## src/hdl/dmem_defines.svh

```systemverilog
// ============================================================
// data memory sizes shared by the package and the RTL
// word, block, memory depth and access delay widths
// ============================================================
`ifndef DMEM_DEFINES_SVH
`define DMEM_DEFINES_SVH

// one word is a RISC-V register width
`define DWORD_SIZE_BITS 32
// a block is the unit that the memory moves per access
`define DBLOCK_SIZE_WORDS 4
`define DBLOCK_SIZE_BITS 128

// depth of the memory and width of its block address
`define DMEM_SIZE_BLOCKS 64
`define DMEM_BLOCK_ADDR_SIZE 6

// byte address is block address, 2-bit word index and 2-bit byte offset
`define DMEM_BYTE_ADDR_SIZE 10

// access delay is 2 to this power in cycles
`define DMEM_DELAY_CNTR_SIZE 2

`endif

```

## src/hdl/dmem_pkg.sv

```systemverilog
// ============================================================
// data memory types
// funct3 codes, processor and block bus structs, word views
// ============================================================
`include "dmem_defines.svh"

package dmem_pkg;

	// RISC-V load funct3 codes
	typedef enum logic [2:0]
	{
		LB  = 3'd0,
		LH  = 3'd1,
		LW  = 3'd2,
		LBU = 3'd4,
		LHU = 3'd5
	} mem_funct3_t;

	// store codes reuse the low three load codes
	localparam mem_funct3_t SB = LB;
	localparam mem_funct3_t SH = LH;
	localparam mem_funct3_t SW = LW;

	typedef enum logic
	{
		OP_LOAD  = 1'b0,
		OP_STORE = 1'b1
	} mem_op_t;

	// a word seen as flat bits, as bytes or as halves
	typedef union packed
	{
		logic [`DWORD_SIZE_BITS-1:0] bits;
		logic [3:0][7:0] bytes;
		logic [1:0][15:0] halves;
	} dword_u;

	// a block seen as flat bits or as words, word 0 in the low bits
	typedef union packed
	{
		logic [`DBLOCK_SIZE_BITS-1:0] bits;
		dword_u [`DBLOCK_SIZE_WORDS-1:0] words;
	} dblock_u;

	// one processor request, sampled while valid is high and busy is low
	typedef struct packed
	{
		logic valid;
		mem_op_t op;
		mem_funct3_t funct3;
		logic [`DMEM_BYTE_ADDR_SIZE-1:0] addr;
		logic [`DWORD_SIZE_BITS-1:0] wdata;
	} cpu_req_t;

	typedef struct packed
	{
		logic load_valid;
		logic store_done;
		logic [`DWORD_SIZE_BITS-1:0] rdata;
	} cpu_resp_t;

	// block memory request, ren and wen are held until ready or done
	typedef struct packed
	{
		logic ren;
		logic wen;
		logic [`DMEM_BLOCK_ADDR_SIZE-1:0] block_address;
		logic [`DBLOCK_SIZE_BITS-1:0] din;
	} blk_req_t;

	typedef struct packed
	{
		logic ready;
		logic done;
		logic [`DBLOCK_SIZE_BITS-1:0] dout;
	} blk_rsp_t;

endpackage

```

## src/hdl/mem_request_seq.sv

```systemverilog
// ============================================================
// load/store sequencer for the block memory
// loads read one block, stores read, merge and write it back
// ============================================================
`timescale 1ns/1ns
`include "dmem_defines.svh"

module mem_request_seq
(
	input logic clock,
	input logic reset,
	input dmem_pkg::cpu_req_t req,
	output logic busy,
	output dmem_pkg::blk_req_t blk_req,
	input dmem_pkg::blk_rsp_t blk_rsp,
	output logic load_strobe,
	output dmem_pkg::mem_funct3_t load_funct3,
	output logic [3:0] load_offset,
	output logic store_done
);

	typedef enum logic [2:0]
	{
		IDLE,
		READ,
		MERGE,
		WRITE,
		FINISH
	} seq_state_t;

	seq_state_t state;
	logic accept;

	// request fields held for the whole access
	dmem_pkg::mem_op_t op_q;
	dmem_pkg::mem_funct3_t funct3_q;
	logic [`DMEM_BYTE_ADDR_SIZE-1:0] addr_q;
	dmem_pkg::dword_u wdata_q;

	// block buffer for the read-modify-write of a store
	dmem_pkg::dblock_u blk_buf;
	dmem_pkg::dword_u merged;

	// FINISH already counts as idle so a new request can follow the store_done pulse
	assign busy = (state == READ) || (state == MERGE) || (state == WRITE);
	assign accept = req.valid && !busy;

	always_ff @(posedge clock or negedge reset)
	begin
		if (!reset)
		begin
			state <= IDLE;
		end
		else
		begin
			case (state)
				IDLE, FINISH:
				begin
					state <= accept ? READ : IDLE;
				end
				READ:
				begin
					// a load is finished here, a store goes on to the merge
					if (blk_rsp.ready)
					begin
						state <= (op_q == dmem_pkg::OP_LOAD) ? IDLE : MERGE;
					end
				end
				MERGE:
				begin
					state <= WRITE;
				end
				WRITE:
				begin
					if (blk_rsp.done)
					begin
						state <= FINISH;
					end
				end
				default:
				begin
					state <= IDLE;
				end
			endcase
		end
	end

	// the addressed word with the new store bytes laid over it
	always_comb
	begin
		merged = blk_buf.words[addr_q[3:2]];
		case (funct3_q)
			dmem_pkg::SB: merged.bytes[addr_q[1:0]] = wdata_q.bytes[0];
			dmem_pkg::SH: merged.halves[addr_q[1]] = wdata_q.halves[0];
			dmem_pkg::SW: merged = wdata_q;
			default: merged = blk_buf.words[addr_q[3:2]];
		endcase
	end

	always_ff @(posedge clock)
	begin
		if (accept && (state == IDLE || state == FINISH))
		begin
			op_q <= req.op;
			funct3_q <= req.funct3;
			addr_q <= req.addr;
			wdata_q <= req.wdata;
		end
		if (state == READ && blk_rsp.ready)
		begin
			blk_buf.bits <= blk_rsp.dout;
		end
		// the merged word goes back into its slot on the way into WRITE
		if (state == MERGE)
		begin
			blk_buf.words[addr_q[3:2]] <= merged;
		end
	end

	// memory request lines come straight from the state, so the MERGE cycle leaves both low
	assign blk_req.ren = (state == READ);
	assign blk_req.wen = (state == WRITE);
	assign blk_req.block_address = addr_q[`DMEM_BYTE_ADDR_SIZE-1:4];
	assign blk_req.din = blk_buf.bits;

	// the aligner samples the block on the cycle ready is seen
	assign load_strobe = (state == READ) && blk_rsp.ready && (op_q == dmem_pkg::OP_LOAD);
	assign load_funct3 = funct3_q;
	assign load_offset = addr_q[3:0];
	assign store_done = (state == FINISH);

	// ren must drop right after ready so the memory delay counter restarts
	assert property (@(posedge clock) disable iff (!reset)
		blk_rsp.ready && blk_req.ren |=> !blk_req.ren)
		else $error("mem_request_seq: ren held after ready");

	// a write always starts after the one idle merge cycle
	assert property (@(posedge clock) disable iff (!reset)
		$rose(blk_req.wen) |-> !$past(blk_req.ren))
		else $error("mem_request_seq: wen raised without an idle cycle after ren");

endmodule
```

## config.mk

```make
export PLATFORM = sky130hd
export DESIGN_NAME = mem_request_seq
export DESIGN_NICKNAME = d
export VERILOG_FILES = /design/src/hdl/dmem_pkg.sv /design/src/hdl/mem_request_seq.sv
export VERILOG_INCLUDE_DIRS = /design/src /design/src/hdl
export SDC_FILE = /design/constraint.sdc
export NUM_CORES = 1
export LEC_CHECK = 0
export BUFFER_PORTS_ARGS = -buffer_cell sky130_fd_sc_hd__buf_2
export CORE_ASPECT_RATIO = 1.1
export CORE_MARGIN = 3
export CORE_UTILIZATION = 30
export DETAILED_ROUTE_END_ITERATION = 6
export PLACE_DENSITY_LB_ADDON = 0.1
export RECOVER_POWER = 25
export SYNTH_ARGS = -nofsm -noshare
export SYNTH_HDL_FRONTEND = slang
export SYNTH_SLANG_ARGS = --single-unit
```

## constraint.sdc

```tcl
create_clock -name clock -period 3.21 [get_ports clock]
set_clock_uncertainty 0.15 [all_clocks]
set_input_delay 0 -clock clock [delete_from_list [all_inputs] [get_ports clock]]
set_output_delay 0 -clock clock [all_outputs]
set_load 0.01 [all_outputs]
```

==> flow_metrics.tcl <==
set metrics [dict create \
    clock-sinks 177 \
    r2r-start "addr_q[2]" \
    worstSkewPairLatency_ns 0.43 \
    max_cap_violations 0 \
    ff_latch_area_um2 4020 \
    hpwlAfterDp_um 24200 \
    final_max_slew_viol_count 0 \
    start_util 0.309 \
    cts_tree "yes" \
    synth_common_cells "a211oi_1 (132), nor2b_1 (130), dfxtp_1 (128)" \
    cts_root_buf "clkbuf_16" \
    p_per_area_nw_per_um2 904 \
    power.total_mw 11.8 \
    grt.busiest_layer "met2" \
    syn_nets 1001 \
    diodes 0 \
    worst_slew_pin_slew_ns 0.802 \
    cp_max_fo 12 \
    yosysMostFrequentCell "a211oi_1" \
    synth_seq_area_share 0.461 \
    fp.dieH_um 185 \
    rows 64 \
    clk_pin_slew_worst_paths_ns 0.08 \
    dieArea_um2 31200 \
    io_buffers 324 \
    synthFlopType "dfxtp_1" \
    startpoint_type "flip-flop" \
    drive_above_1_share 0.303 \
    io_pins 325 \
    hold_viol 0 \
    dpl-instance-area_um2 10700 \
    cts_post_setup_buffers_inserted 0 \
    postSynth.asyncResetShare 0.0169 \
    crit_start "addr_q[2]" \
    cp-end-kind "flip-flop" \
    grt-ovfl-total 0 \
    tns_ns 0 \
    wl_per_cell_um 20.5 \
    hold_path_class "in -> reg" \
    grt_use_met1 0.268 \
    ant_nets 0 \
    rsz0062_at_grt "no" \
    routed_wl_um 34200 \
    grt_use_met3 0.0429 \
    grt_max_degree 65 \
    grt_pass1_vias 8497 \
    gr-usage-all-layers 0.212 \
    arrival_ns 2.73 \
    post-route-drc-count 0 \
    first_pass_iters 5 \
    status "finished clean" \
    netlist_area_um2 8730 \
    n_fill_cell 2718 \
    syn_area_per_cell_um2 10.6 \
    clockBufferDepth 2 \
    vias 8466 \
    final_cell_area_um2 13000 \
    syn_inst 822 \
    cp.required_ns 3.34 \
    yosys-top-cells-area "dfxtp_1 (29%), edfxtp_1 (16%), a211oi_1 (11%), nor2b_1 (9.3%), mux4_2 (8.3%)" \
    final_util 0.460 \
    multi_input_comb_area_um2 4280 \
    via_per_inst 5.08 \
    htree_num_levels 4 \
    setup_viol_count_final 0 \
    synth.distinct_cells 48 \
    slew_headroom 0.465 \
    grtUsageMet2 0.365 \
    nets 1469 \
    yosys.area.top_type "dfxtp_1" \
    setup.worst_path.end "blk_buf[8]" \
    drtIter0Drc 449 \
    power_leakage_nw 5.20 \
    gp_congestion 0.747 \
    reg2reg_depth 4 \
    max_clock_freq_mhz 385 \
    synth_edf_count 46 \
    ff2ff_setup_slack_ns 0.61 \
    cts_made_buffers 17 \
    synth-seq-cells 177 \
    die_w_um 169 \
    grt_pass1_wl_um 50700 \
    period_minus_slack_ns 2.60 \
    antenna_found_initial 0 \
    fin_crit_sh 0.810 \
    setup.worst_path.class "reg -> reg" \
    yosys_warnings 0 \
    peakVddDrop_v 0.000390 \
    core-area_um2 28300 \
    synth_top_area_frac 0.294 \
    r2r-end "blk_buf[8]" \
    area_growth_pct 49.0 \
]
final cells by class:
type	instances	area share
multi-input cells	554	0.329
inverters	11	0.00318
well taps	363	0.0349
clock buffers	19	0.0333
repair buffers	529	0.280
clock inverters	13	0.0110
flip-flops and latches	177	0.309
state kept, by name (all words and copies together) (netlist names):
| name | cells |
|---|---|
| op_q | 1 |
| wdata_q | 32 |
| state | 3 |
| blk_buf | 128 |
| load_funct3 | 3 |
| addr_q | 10 |
how the worst min path moves through the flow:
stage / slack [ns] / endpoint / cells after the start / start
final: 0.12 / wdata_q[24] / 2 / req[24]
after global routing: 0.10 / wdata_q[27] / 2 / req[27]
after CTS: 0.1 / wdata_q[24] / 2 / req[24]
after detailed placement: -0.35 / state[2] / 1 / reset
after global placement: -0.35 / state[2] / 1 / reset
after floorplan: -0.45 / state[0] / 0 / reset
metrics by stage:
step | hold slack [ns] | worst slack, ns | std cells
3_3_place_gp | -0.352 | 0.606 | 1455
3_5_place_dp | -0.348 | 0.599 | 1455
6_report | 0.121 | 0.611 | 1666
4_1_cts | 0.0970 | 0.562 | 1666
2_1_floorplan | -0.446 | 0.805 | 822
5_1_grt | 0.102 | 0.429 | 1666
worst max-delay path: stages (launching register included):
cell and delay [ns]:
edfxtp_1 0.80, buf_4 0.31, mux4_2 0.51, a211oi_1 0.54, a21oi_1 0.14
cell families after synthesis:
group	after synthesis	synth area share
compound gates	326	0.254
simple gates	196	0.152
mux	32	0.0826
buf+inv	91	0.0516
flops	177	0.461
layout by cell type, fill, tap and decap left out, types with 2 or more instances in the layout:
cell type,instances
inv_1,11
o21ai_0,16
nand3_1,8
nor2_1,4
or4b_4,2
a22oi_1,7
buf_4,19
a31oi_1,64
clkbuf_16,17
nand2b_1,2
dfxtp_1,128
inv_6,5
edfxtp_1,46
a21oi_1,77
a211oi_1,132
nand4b_1,8
a21o_1,2
mux4_2,32
nor3_1,9
clkinv_4,2
a21boi_0,7
and2_1,2
clkbuf_1,51
nor3_2,6
and3_1,2
or3b_1,2
nor2b_1,130
nand2_1,3
buf_2,275
a211oi_2,11
dfrtp_1,3
nand3b_1,8
buf_12,7
nor4_4,2
o21a_1,2
inv_8,4
dlygate4sd3_1,179
metal layers:
metal  share of wire  wire (um)  vias to the layer above
met4           0.026        885                        0
met5               0          0                        -
met2            0.49      16600                      291
met1            0.43      14800                     4011
li1                -          -                     4128
met3           0.054       1860                       36
report_power, final:
part	switching [mW]	internal (mW)
Sequential	0.804	3.33
Clock	1.01	1.11
Combinational	2.95	2.55
Total	4.77	6.99
repair_timing:
item,CTS,global route
hold buffers,179,0
gates resized for setup,0,0
hold endpoints to repair,180,0
Note: power is estimated with default switching activity, not from simulation.
