`src/hdl/dmem_defines.svh`:
```
// ============================================================
// data memory sizes shared by the package and the RTL
// word, block, memory depth and access delay widths
// ============================================================
`ifndef DMEM_DEFINES_SVH
`define DMEM_DEFINES_SVH

// one word is a RISC-V register width
`define DWORD_SIZE_BITS 32
// a block is the unit that the memory moves per access
`define DBLOCK_SIZE_WORDS 4
`define DBLOCK_SIZE_BITS 128

// depth of the memory and width of its block address
`define DMEM_SIZE_BLOCKS 64
`define DMEM_BLOCK_ADDR_SIZE 6

// byte address is block address, 2-bit word index and 2-bit byte offset
`define DMEM_BYTE_ADDR_SIZE 10

// access delay is 2 to this power in cycles
`define DMEM_DELAY_CNTR_SIZE 2

`endif

```
`src/hdl/dmem_pkg.sv`:
```
// ============================================================
// data memory types
// funct3 codes, processor and block bus structs, word views
// ============================================================
`include "dmem_defines.svh"

package dmem_pkg;

	// RISC-V load funct3 codes
	typedef enum logic [2:0]
	{
		LB  = 3'd0,
		LH  = 3'd1,
		LW  = 3'd2,
		LBU = 3'd4,
		LHU = 3'd5
	} mem_funct3_t;

	// store codes reuse the low three load codes
	localparam mem_funct3_t SB = LB;
	localparam mem_funct3_t SH = LH;
	localparam mem_funct3_t SW = LW;

	typedef enum logic
	{
		OP_LOAD  = 1'b0,
		OP_STORE = 1'b1
	} mem_op_t;

	// a word seen as flat bits, as bytes or as halves
	typedef union packed
	{
		logic [`DWORD_SIZE_BITS-1:0] bits;
		logic [3:0][7:0] bytes;
		logic [1:0][15:0] halves;
	} dword_u;

	// a block seen as flat bits or as words, word 0 in the low bits
	typedef union packed
	{
		logic [`DBLOCK_SIZE_BITS-1:0] bits;
		dword_u [`DBLOCK_SIZE_WORDS-1:0] words;
	} dblock_u;

	// one processor request, sampled while valid is high and busy is low
	typedef struct packed
	{
		logic valid;
		mem_op_t op;
		mem_funct3_t funct3;
		logic [`DMEM_BYTE_ADDR_SIZE-1:0] addr;
		logic [`DWORD_SIZE_BITS-1:0] wdata;
	} cpu_req_t;

	typedef struct packed
	{
		logic load_valid;
		logic store_done;
		logic [`DWORD_SIZE_BITS-1:0] rdata;
	} cpu_resp_t;

	// block memory request, ren and wen are held until ready or done
	typedef struct packed
	{
		logic ren;
		logic wen;
		logic [`DMEM_BLOCK_ADDR_SIZE-1:0] block_address;
		logic [`DBLOCK_SIZE_BITS-1:0] din;
	} blk_req_t;

	typedef struct packed
	{
		logic ready;
		logic done;
		logic [`DBLOCK_SIZE_BITS-1:0] dout;
	} blk_rsp_t;

endpackage

```
`src/hdl/load_align.sv`:
```
// ============================================================
// load aligner
// picks the addressed byte, half or word and extends it
// ============================================================
`timescale 1ns/1ns

module load_align
(
	input logic clock,
	input logic reset,
	input logic load_strobe,
	input dmem_pkg::mem_funct3_t load_funct3,
	input logic [3:0] load_offset,
	input dmem_pkg::dblock_u block,
	output logic [31:0] resp_rdata,
	output logic load_valid
);

	dmem_pkg::dword_u word;
	logic [7:0] sel_byte;
	logic [15:0] sel_half;
	logic [31:0] extended;

	// word from bits 3:2, then byte from 1:0 or half from bit 1
	assign word = block.words[load_offset[3:2]];
	assign sel_byte = word.bytes[load_offset[1:0]];
	assign sel_half = word.halves[load_offset[1]];

	// signed loads copy the top bit, unsigned loads fill with zeros
	always_comb
	begin
		case (load_funct3)
			dmem_pkg::LB: extended = {{24{sel_byte[7]}}, sel_byte};
			dmem_pkg::LH: extended = {{16{sel_half[15]}}, sel_half};
			dmem_pkg::LW: extended = word.bits;
			dmem_pkg::LBU: extended = {24'd0, sel_byte};
			dmem_pkg::LHU: extended = {16'd0, sel_half};
			default: extended = '0;
		endcase
	end

	always_ff @(posedge clock or negedge reset)
	begin
		if (!reset)
		begin
			load_valid <= 1'b0;
		end
		else
		begin
			load_valid <= load_strobe;
		end
	end

	// rdata only changes on a strobe and stays put between loads
	always_ff @(posedge clock)
	begin
		if (load_strobe)
		begin
			resp_rdata <= extended;
		end
	end

	// the sequencer only strobes for loads, never with a store code above LW
	assert property (@(posedge clock) disable iff (!reset)
		load_strobe |-> load_funct3 inside {dmem_pkg::LB, dmem_pkg::LH, dmem_pkg::LW,
			dmem_pkg::LBU, dmem_pkg::LHU})
		else $error("load_align: strobe with a non-load funct3");

endmodule

```
`config.mk`:
```
export PLATFORM = sky130hd
export DESIGN_NAME = load_align
export DESIGN_NICKNAME = d
export VERILOG_FILES = /design/src/hdl/dmem_pkg.sv /design/src/hdl/load_align.sv
export VERILOG_INCLUDE_DIRS = /design/src /design/src/hdl
export SDC_FILE = /design/constraint.sdc
export NUM_CORES = 1
export LEC_CHECK = 0
export ABC_AREA = 1
export BUFFER_PORTS_ARGS = -buffer_cell sky130_fd_sc_hd__buf_2
export CORE_MARGIN = 2
export CORE_UTILIZATION = 45
export DETAILED_ROUTE_END_ITERATION = 7
export PLACE_DENSITY = 0.82
export SLEW_MARGIN = 20
export SYNTH_ARGS = -nofsm -noshare
export SYNTH_HDL_FRONTEND = slang
export SYNTH_SLANG_ARGS = --single-unit
```
`constraint.sdc`:
```
create_clock -name clock -period 0.8 [get_ports clock]
set_clock_uncertainty 0.2 [all_clocks]
set_input_delay 0.12 -clock clock [delete_from_list [all_inputs] [get_ports clock]]
set_output_delay 0.12 -clock clock [all_outputs]
set_load 0.02 [all_outputs]
```
==> results of run 1 <==
==> state kept, by name (all words and copies together), names as in the netlist <==
name	cells
load_valid	1
resp_rdata	32
==> Yosys cell counts <==
cell | n | share of area, %
a21oi_1 | 4 | 0.68
buf_1 | 1 | 0.13
buf_12 | 1 | 0.68
buf_2 | 5 | 0.85
buf_4 | 7 | 1.8
buf_6 | 12 | 4.6
clkbuf_1 | 4 | 0.51
dfrtp_1 | 1 | 0.85
edfxtp_1 | 32 | 33
inv_1 | 5 | 0.64
inv_2 | 2 | 0.26
nand2_1 | 251 | 32
nand2_2 | 2 | 0.43
nand2_4 | 1 | 0.38
nand3_1 | 87 | 15
nor2_1 | 56 | 7.1
nor2_4 | 1 | 0.38
nor3_1 | 1 | 0.17
o21ai_0 | 2 | 0.34
o21ai_1 | 4 | 0.68
==> layout make-up <==
type | count | area [um2]
fillers | 464 | 1570
repair buffers | 208 | 1510
multi-input cells | 412 | 2050
clock buffers | 8 | 90.1
inverters | 7 | 46.3
flip-flops and latches | 33 | 986
well taps | 77 | 96.3
==> critical path, cell delays in order <==
cell and delay [ns]:
buf_12 0.10, inv_8 0.05, buf_12 0.13, nand2_4 0.05
nand3_2 0.06, nand2_2 0.08, nand2_2 0.07, nand2_2 0.10
nor2_4 0.06, buf_12 0.15, nor2_2 0.13, nand2_1 0.07
==> kinds of logic (layout without fill, tap and decap cells) <==
kind of cell,Yosys count,count (layout),synth area share [%]
compound gates,10,10,1.70
buf+inv,37,223,9.44
flops,33,33,33.5
simple gates,399,402,55.3
==> placed cells by master (no fill, tap or decap), types with 2 or more instances in the layout <==
cell type  instances
a21oi_2            3
buf_12             9
buf_16             3
buf_2            146
buf_4             23
buf_6             23
clkbuf_1           2
clkbuf_16          3
clkbuf_8           6
edfxtp_1          32
inv_1              5
nand2_1          207
nand2_2           40
nand2_4            7
nand2_8            3
nand3_1           71
nand3_2           16
nor2_1            40
nor2_2             7
nor2_4            10
o21ai_1            6
==> repair_timing <==
item / in CTS / in global routing
cloned: 5 / 3
endpoints found under the setup margin: 65 / 65
resized for setup: 73 / 90
hold endpoints to repair: 2 / 1
pin swaps: 8 / 15
setup buffers: 6 / 0
==> stage by stage <==
stage / instances / hold WS [ns] / util [%] / area [um2] / worst slack, ns
floorplan: 479 / -0.376 / - / 2960 / -0.598
global placement: 723 / -0.306 / 61.9 / 3930 / -0.890
detailed placement: 723 / -0.304 / 61.9 / 3930 / -0.919
CTS: 742 / -0.0587 / 69.1 / 4390 / -0.455
global route: 745 / -0.0655 / 75.3 / 4780 / -0.566
finish: 745 / -0.0662 / 75.3 / 4780 / -0.527
==> metal layers <==
layer  GRT usage [%]  routed length (um)  up-vias
li1                -                   -     1922
met1            31.1                4210     1825
met2            46.9                5680      252
met3            4.77                 902       37
met4            9.96                 345        0
met5               0                   0        -
==> where the power goes <==
part	internal, mW	switching, mW
Sequential	2.11	0.0759
Clock	0.702	0.614
Combinational	1.13	1.40
==> worst max-delay path by stage <==
stage / from / to / cells after the start
floorplan: load_offset[2] / resp_rdata[12]$_DFFE_PP_ / 11
global placement: load_offset[2] / resp_rdata[10]$_DFFE_PP_ / 10
detailed placement: load_offset[2] / resp_rdata[11]$_DFFE_PP_ / 10
CTS: load_offset[2] / resp_rdata[10]$_DFFE_PP_ / 10
global route: load_offset[2] / resp_rdata[27]$_DFFE_PP_ / 12
finish: load_offset[2] / resp_rdata[30]$_DFFE_PP_ / 12
==> impl_metrics.py, run 1 <==
metrics = {
    "outcome": {
        "status": "finished, violations left",
        "violations": "hold timing, setup timing",
    },
    "logic_synthesis": {
        "ys_ff_latch": 33,
        "synth_fp_nets": 617,
        "syn_area_mm2": 0.00294,
        "synth_area_per_cell_um2": 6.14,
        "synth.distinct_cells": 20,
        "yosys_warnings": 0,
        "syn_inst": 479,
        "synth_seq_area_share_pct": 33.5,
    },
    "global_route": {
        "track_usage_pct": 26.2,
        "antenna_found_initial": 0,
        "grt_max_degree": 56,
        "grt_pass1_vias": 3497,
        "grt_pass1_wl_um": 15200,
        "overflow": 0,
    },
    "detailed_routing": {
        "drt_iter0_drc": 323,
        "wl_per_cell_um": 15.0,
        "ant_nets": 0,
        "drtPass1Iterations": 5,
        "drt-vias-per-instance": 5.42,
        "vias": 4036,
        "drt_drc_violations_left": 0,
        "routed_wirelength_um": 11100,
    },
    "critical_path": {
        "arrival_ns": 1.18,
        "crit_path_end_kind": "flip-flop",
        "worstPathRequired_ns": 0.65,
        "startpoint_type": "input pin",
        "path_max_fanout": 6,
        "crit_type": "in -> reg",
    },
    "clocking": {
        "cts_tree": "done",
        "cts.sinks": 33,
        "ctsHoldBuffers": 1,
        "cts_buffer_depth": 2,
        "cts_buffers": 5,
        "root_buffer": "clkbuf_8",
        "cts.clk_slew.worst_paths_ns": 0.07,
        "htree_num_levels": 2,
    },
    "timing": {
        "period_minus_slack_ns": 1.33,
        "relSlewSlack_pct": 57.2,
        "fmax_mhz": 754,
        "slew_viol_final": 0,
        "hold_slack_ns": -0.0662,
        "setup_tns_ns": -26.48,
        "finalCritPeriodShare_pct": 166,
        "final-hold-violation-count": 2,
        "worstMarginPinSlew_ns": 0.639,
        "rsz0062_at_grt": "true",
        "setup_violations": 65,
        "fin_ws_ns": -0.527,
    },
    "place": {
        "io_buffers": 170,
        "gp_congestion": 0.913,
        "dp_hpwl_um": 6980,
    },
    "finish": {
        "area_growth_pct": 62.6,
        "drive_gt1_share_pct": 45.1,
        "nets": 805,
        "antenna_cells": 0,
    },
    "floorplanning": {
        "dieArea_mm2": 0.00720,
        "die_height_um": 84.9,
        "die_x_um": 84.9,
        "initial_core_util_pct": 46.3,
        "pin_count": 171,
        "rows": 29,
        "core_mm2": 0.00635,
    },
    "pwr": {
        "leakage_nw": 2.54,
        "powerDensity_mw_per_mm2": 1260,
        "peakVddDrop_mv": 1.51,
        "power_mw": 6.04,
    },
    "job": {
        "timing.max_cap.violations": 0,
    },
    "min_path": {
        "hold_path_class": "in -> async",
    },
}
(Power assumes the default switching activity.)
==> run 2, diff against run 1 <==
--- a/config.mk
+++ b/config.mk
@@ -7,11 +7,12 @@
 export NUM_CORES = 1
 export LEC_CHECK = 0
 export ABC_AREA = 1
+export ABC_CLOCK_PERIOD_IN_PS = 800
 export BUFFER_PORTS_ARGS = -buffer_cell sky130_fd_sc_hd__buf_2
 export CORE_MARGIN = 2
 export CORE_UTILIZATION = 45
 export DETAILED_ROUTE_END_ITERATION = 7
-export PLACE_DENSITY = 0.82
+export PLACE_DENSITY = 0.9
 export SLEW_MARGIN = 20
 export SYNTH_ARGS = -nofsm -noshare
 export SYNTH_HDL_FRONTEND = slang
==> impl_metrics.py, run 2 (synthesis results as in run 1) <==
metrics = {
    "timing": {
        "final-hold-violation-count": 2,
        "fin_ws_ns": -0.548,
        "setup_violations": 65,
        "period_minus_slack_ns": 1.35,
        "worstMarginPinSlew_ns": 0.663,
        "fmax_mhz": 742,
        "finalCritPeriodShare_pct": 169,
        "hold_slack_ns": -0.0682,
        "rsz0062_at_grt": "true",
        "relSlewSlack_pct": 55.7,
        "slew_viol_final": 0,
    },
    "clocking": {
        "cts.sinks": 33,
        "cts_tree": "done",
        "cts.clk_slew.worst_paths_ns": 0.07,
        "ctsHoldBuffers": 1,
        "root_buffer": "clkbuf_8",
        "cts_buffer_depth": 2,
        "htree_num_levels": 2,
        "cts_buffers": 5,
    },
    "place": {
        "io_buffers": 170,
        "placed_cells": 723,
        "gp_congestion": 0.887,
        "dp_hpwl_um": 7300,
        "dp_slack_ns": -0.971,
    },
    "finish": {
        "antenna_cells": 0,
        "final_core_util_pct": 80.0,
        "layoutNonFillerInstCount": 759,
        "nets": 819,
        "largest_registers": "resp_rdata (32), load_valid (1)",
        "final_common_cell": "nand2_1",
        "regMostFlops": "resp_rdata",
        "drive_gt1_share_pct": 50.1,
        "layout_common_cells": "200 x nand2_1, 146 x buf_2, 50 x nand3_1, 49 x nand2_2, 41 x nor2_1",
        "fillers": 398,
        "area_growth_pct": 72.7,
        "largest_reg_flops": 32,
    },
    "global_route": {
        "track_usage_pct": 34.7,
        "grt_busiest_layer": "met2",
        "grt_util_met1_pct": 42.8,
        "grtUsageMet3_pct": 7.00,
        "grt_use_met2_pct": 59.0,
        "grt_pass1_vias": 4036,
        "overflow": 0,
        "antenna_found_initial": 0,
        "grt_pass1_wl_um": 19700,
        "grt_max_degree": 33,
    },
    "critical_path": {
        "cpPeakStageDelay_ns": 0.15,
        "crit_slowest_cell": "buf_12",
        "arrival_ns": 1.19,
        "critical_path.top_delay_family": "simple AND/OR/NAND/NOR gates",
        "critPathLaunch": "load_offset[2]",
        "worstPathRequired_ns": 0.65,
        "crit_path_end_kind": "flip-flop",
        "crit_chain": "buf_16 -> inv_16 -> buf_12 -> nand2_1 -> nand3_2 -> nand2_2 -> nand2_1 -> nand2_2 -> nor2_1 -> nor2_1 -> nand2_1",
        "crit_type": "in -> reg",
        "path_max_fanout": 14,
        "timing.critical_path.buf_inv": 3,
        "crit_top_cell": "nand2_1",
        "startpoint_type": "input pin",
    },
    "detailed_routing": {
        "routed_wirelength_um": 13500,
        "wl_per_cell_um": 17.8,
        "vias": 4359,
        "drt_drc_violations_left": 0,
        "drtPass1Iterations": 5,
        "drt-vias-per-instance": 5.74,
        "ant_nets": 0,
        "drt_iter0_drc": 714,
    },
    "outcome": {
        "status": "finished, violations left",
        "violations": "hold timing, setup timing",
    },
    "floorplanning": {
        "pin_count": 171,
        "dieArea_mm2": 0.00720,
        "rows": 29,
        "die_height_um": 84.9,
        "initial_core_util_pct": 46.3,
        "die_x_um": 84.9,
        "core_mm2": 0.00635,
    },
    "min_path": {
        "hold_path_class": "in -> async",
    },
    "pwr": {
        "peakVddDrop_mv": 1.18,
        "power_mw": 6.33,
        "leakage_nw": 2.70,
        "powerDensity_mw_per_mm2": 1250,
    },
    "job": {
        "timing.max_cap.violations": 0,
    },
}
==> run 2: path summary, 6_finish.rpt <==
check	endpoint	slack, ns	depth (start not counted)
min in group clock	load_valid$_DFF_PN0_	-0.02	2
max in group asynchronous	load_valid$_DFF_PN0_	0.39	2
worst max-delay path	resp_rdata[6]$_DFFE_PP_	-0.55	11
worst min-delay path	load_valid$_DFF_PN0_	-0.07	2
==> run 2: per-stage QoR <==
step	area [um2]	setup TNS [ns]
after floorplan	2960	-17.82
after global placement	3940	-31.73
after detailed placement	3940	-34.50
after CTS	4770	-22.62
after global routing	5080	-28.57
final	5080	-26.50
==> run 2: layout make-up <==
| cell class | instances | area, um2 | area share [%] |
|---|---|---|---|
| Clock buffer | 6 | 72.6 | 1.43 |
| Clock inverter | 2 | 10.0 | 0.197 |
| Inverter | 7 | 50.0 | 0.985 |
| Multi-Input combinational cell | 412 | 2120 | 41.7 |
| Sequential cell | 33 | 986 | 19.4 |
| Tap cell | 77 | 96.3 | 1.90 |
| Timing Repair Buffer | 221 | 1740 | 34.2 |
| Timing Repair inverter | 1 | 11.3 | 0.222 |
==> run 2: timing repair <==
item	CTS	global route
gates resized for setup	117	68
endpoints found under the hold margin	2	2
pin swaps	46	23
buffers inserted	9	5
endpoints found under the setup margin	65	65
gates cloned	13	2
==> run 2: per-layer routing <==
metal  vias to the layer above  wire, um
li1                       1952         -
met1                      1921      4760
met2                       385      6440
met3                       101      1590
met4                         0       757
met5                         -         0
==> run 2: where the power goes <==
part | internal (mW) | leakage [nW] | switching [mW]
Sequential | 2.11 | 0.320 | 0.0852
Clock | 0.604 | 0.0450 | 0.683
Combinational | 1.28 | 2.33 | 1.57
Total | 4.00 | 2.70 | 2.33
==> run 3, diff against run 2 <==
--- a/config.mk
+++ b/config.mk
@@ -7,7 +7,7 @@
 export NUM_CORES = 1
 export LEC_CHECK = 0
 export ABC_AREA = 1
-export ABC_CLOCK_PERIOD_IN_PS = 800
+export ABC_CLOCK_PERIOD_IN_PS = 1500
 export BUFFER_PORTS_ARGS = -buffer_cell sky130_fd_sc_hd__buf_2
 export CORE_MARGIN = 2
 export CORE_UTILIZATION = 45
==> constraint.sdc (replaced) <==
create_clock -name clock -period 1.5 [get_ports clock]
set_clock_uncertainty 0.2 [all_clocks]
set_input_delay 0.225 -clock clock [delete_from_list [all_inputs] [get_ports clock]]
set_output_delay 0.225 -clock clock [all_outputs]
set_load 0.005 [all_outputs]
==> impl_metrics.py, run 3 (synthesis results as in run 1) <==
metrics = {
    "detailed_routing": {
        "vias": 3781,
        "drtPass1Iterations": 5,
        "drt_iter0_drc": 411,
        "ant_nets": 0,
        "routed_wirelength_um": 9880,
        "drt-vias-per-instance": 5.12,
        "wl_per_cell_um": 13.4,
        "drt_drc_violations_left": 0,
    },
    "critical_path": {
        "critPathLaunch": "load_offset[2]",
        "startpoint_type": "input pin",
        "worstPathRequired_ns": 1.34,
        "arrival_ns": 1.26,
        "crit_type": "in -> reg",
        "critical_path.top_delay_family": "simple AND/OR/NAND/NOR gates",
        "cpPeakStageDelay_ns": 0.14,
        "crit_path_end_kind": "flip-flop",
        "worstSetupPathDepth": 10,
        "crit_slowest_cell": "buf_6",
        "endpoint": "resp_rdata[9]$_DFFE_PP_",
        "path_max_fanout": 12,
        "crit_chain": "buf_6 -> buf_6 -> nand2_1 -> nand3_1 -> nand2_1 -> nand2_2 -> nand3_1 -> nand2_4 -> nand2_8 -> nand2_1",
        "crit_top_cell": "nand2_1",
        "timing.critical_path.buf_inv": 2,
    },
    "timing": {
        "period_minus_slack_ns": 1.42,
        "setup_tns_ns": 0,
        "rsz0062_at_grt": "false",
        "slew_viol_final": 0,
        "relSlewSlack_pct": 52.2,
        "setup_violations": 0,
        "worstMarginPinSlew_ns": 0.714,
        "finalCritPeriodShare_pct": 94.6,
        "final-hold-violation-count": 0,
        "fmax_mhz": 704,
    },
    "finish": {
        "antenna_cells": 0,
        "regMostFlops": "resp_rdata",
        "nets": 798,
        "largest_reg_flops": 32,
        "final_common_cell": "nand2_1",
        "area_growth_pct": 40.4,
        "drive_gt1_share_pct": 33.6,
        "largest_registers": "resp_rdata (32), load_valid (1)",
        "layout_common_cells": "247 x nand2_1, 169 x buf_2, 87 x nand3_1, 55 x nor2_1, 32 x edfxtp_1",
        "final_core_util_pct": 65.0,
    },
    "min_path": {
        "hold_path_class": "in -> async",
    },
    "floorplanning": {
        "core_mm2": 0.00635,
        "pin_count": 171,
        "dieArea_mm2": 0.00720,
        "die_height_um": 84.9,
        "initial_core_util_pct": 46.3,
        "rows": 29,
        "die_x_um": 84.9,
    },
    "global_route": {
        "track_usage_pct": 25.7,
        "grt_busiest_layer": "met2",
        "grt_util_met1_pct": 34.7,
        "antenna_found_initial": 0,
        "grt_max_degree": 57,
        "overflow": 0,
        "grt_pass1_vias": 3425,
        "grt_use_met2_pct": 42.7,
        "grtUsageMet3_pct": 3.40,
        "grt_pass1_wl_um": 15200,
    },
    "pwr": {
        "powerDensity_mw_per_mm2": 676,
        "internal_power_mw": 1.89,
        "pwr-share-clk_pct": 23.3,
        "seqPwrFrac_pct": 41.1,
        "swShare_pct": 32.2,
        "peakVddDrop_mv": 0.723,
        "combPwrFrac_pct": 35.5,
        "leakage_nw": 2.31,
        "switchingPower_mw": 0.899,
    },
    "clocking": {
        "cts.clk_slew.worst_paths_ns": 0.06,
        "post-cts-setup-buffers": 0,
        "cts_tree": "done",
        "cts_buffer_depth": 2,
        "htree_num_levels": 2,
        "root_buffer": "clkbuf_8",
        "cts_buffers": 5,
        "cts.sinks": 33,
    },
    "outcome": {
        "status": "completed",
    },
    "job": {
        "timing.max_cap.violations": 0,
    },
    "place": {
        "gp_congestion": 0.926,
        "dp_hpwl_um": 7520,
        "io_buffers": 170,
    },
}
## run 3: stage by stage
| stage | hold slack, ns | power [mW] | setup WS (ns) | cells | cell area, um2 |
|---|---|---|---|---|---|
| after floorplan | -0.271 | 1.67 | -0.00335 | 479 | 2960 |
| after global placement | -0.201 | 2.09 | -0.343 | 725 | 3910 |
| after detailed placement | -0.199 | 2.10 | -0.404 | 725 | 3910 |
| after CTS | 0.0422 | 2.74 | 0.0199 | 734 | 4010 |
| after global routing | 0.0473 | 2.95 | 0.0000575 | 738 | 4130 |
| final | 0.0350 | 2.79 | 0.0805 | 738 | 4130 |
## run 3: worst min path at each step
stage / from / endpoint / slack [ns]
final: reset / load_valid$_DFF_PN0_ / 0.04
after global routing: reset / load_valid$_DFF_PN0_ / 0.05
after CTS: reset / load_valid$_DFF_PN0_ / 0.04
after detailed placement: reset / load_valid$_DFF_PN0_ / -0.20
after global placement: reset / load_valid$_DFF_PN0_ / -0.20
after floorplan: reset / load_valid$_DFF_PN0_ / -0.27
## run 3: metal layers
metal / wire length, um / vias to the layer above
li1: - / 1900
met1: 4220 / 1660
met2: 4720 / 205
met3: 777 / 16
met4: 159 / 0
met5: 0 / -
## run 3: area by class of cell
class	instances	area (um2)
Timing Repair Buffer	201	1180
Clock buffer	6	72.6
Fill cell	586	2220
Timing Repair inverter	1	8.76
Tap cell	77	96.3
Clock inverter	2	10.0
Sequential cell	33	986
Multi-Input combinational cell	411	1740
Inverter	7	38.8
## run 3: power groups by stage
stage               clock (mW)  sequential (mW)  combinational [mW]
finish                   0.652             1.15               0.992
global route             0.688             1.16                1.10
CTS                      0.653             1.15               0.939
detailed placement           0             1.17               0.933
global placement             0             1.17               0.918
floorplan                    0             1.18               0.492
## run 3: timing repair
action                                  4_1_cts  5_1_grt
gates resized for setup                       2       20
endpoints found under the setup margin       30       30
hold buffers                                  1        0
gates cloned                                  0        4
endpoints found under the hold margin         1        0
pin swaps                                     0        4
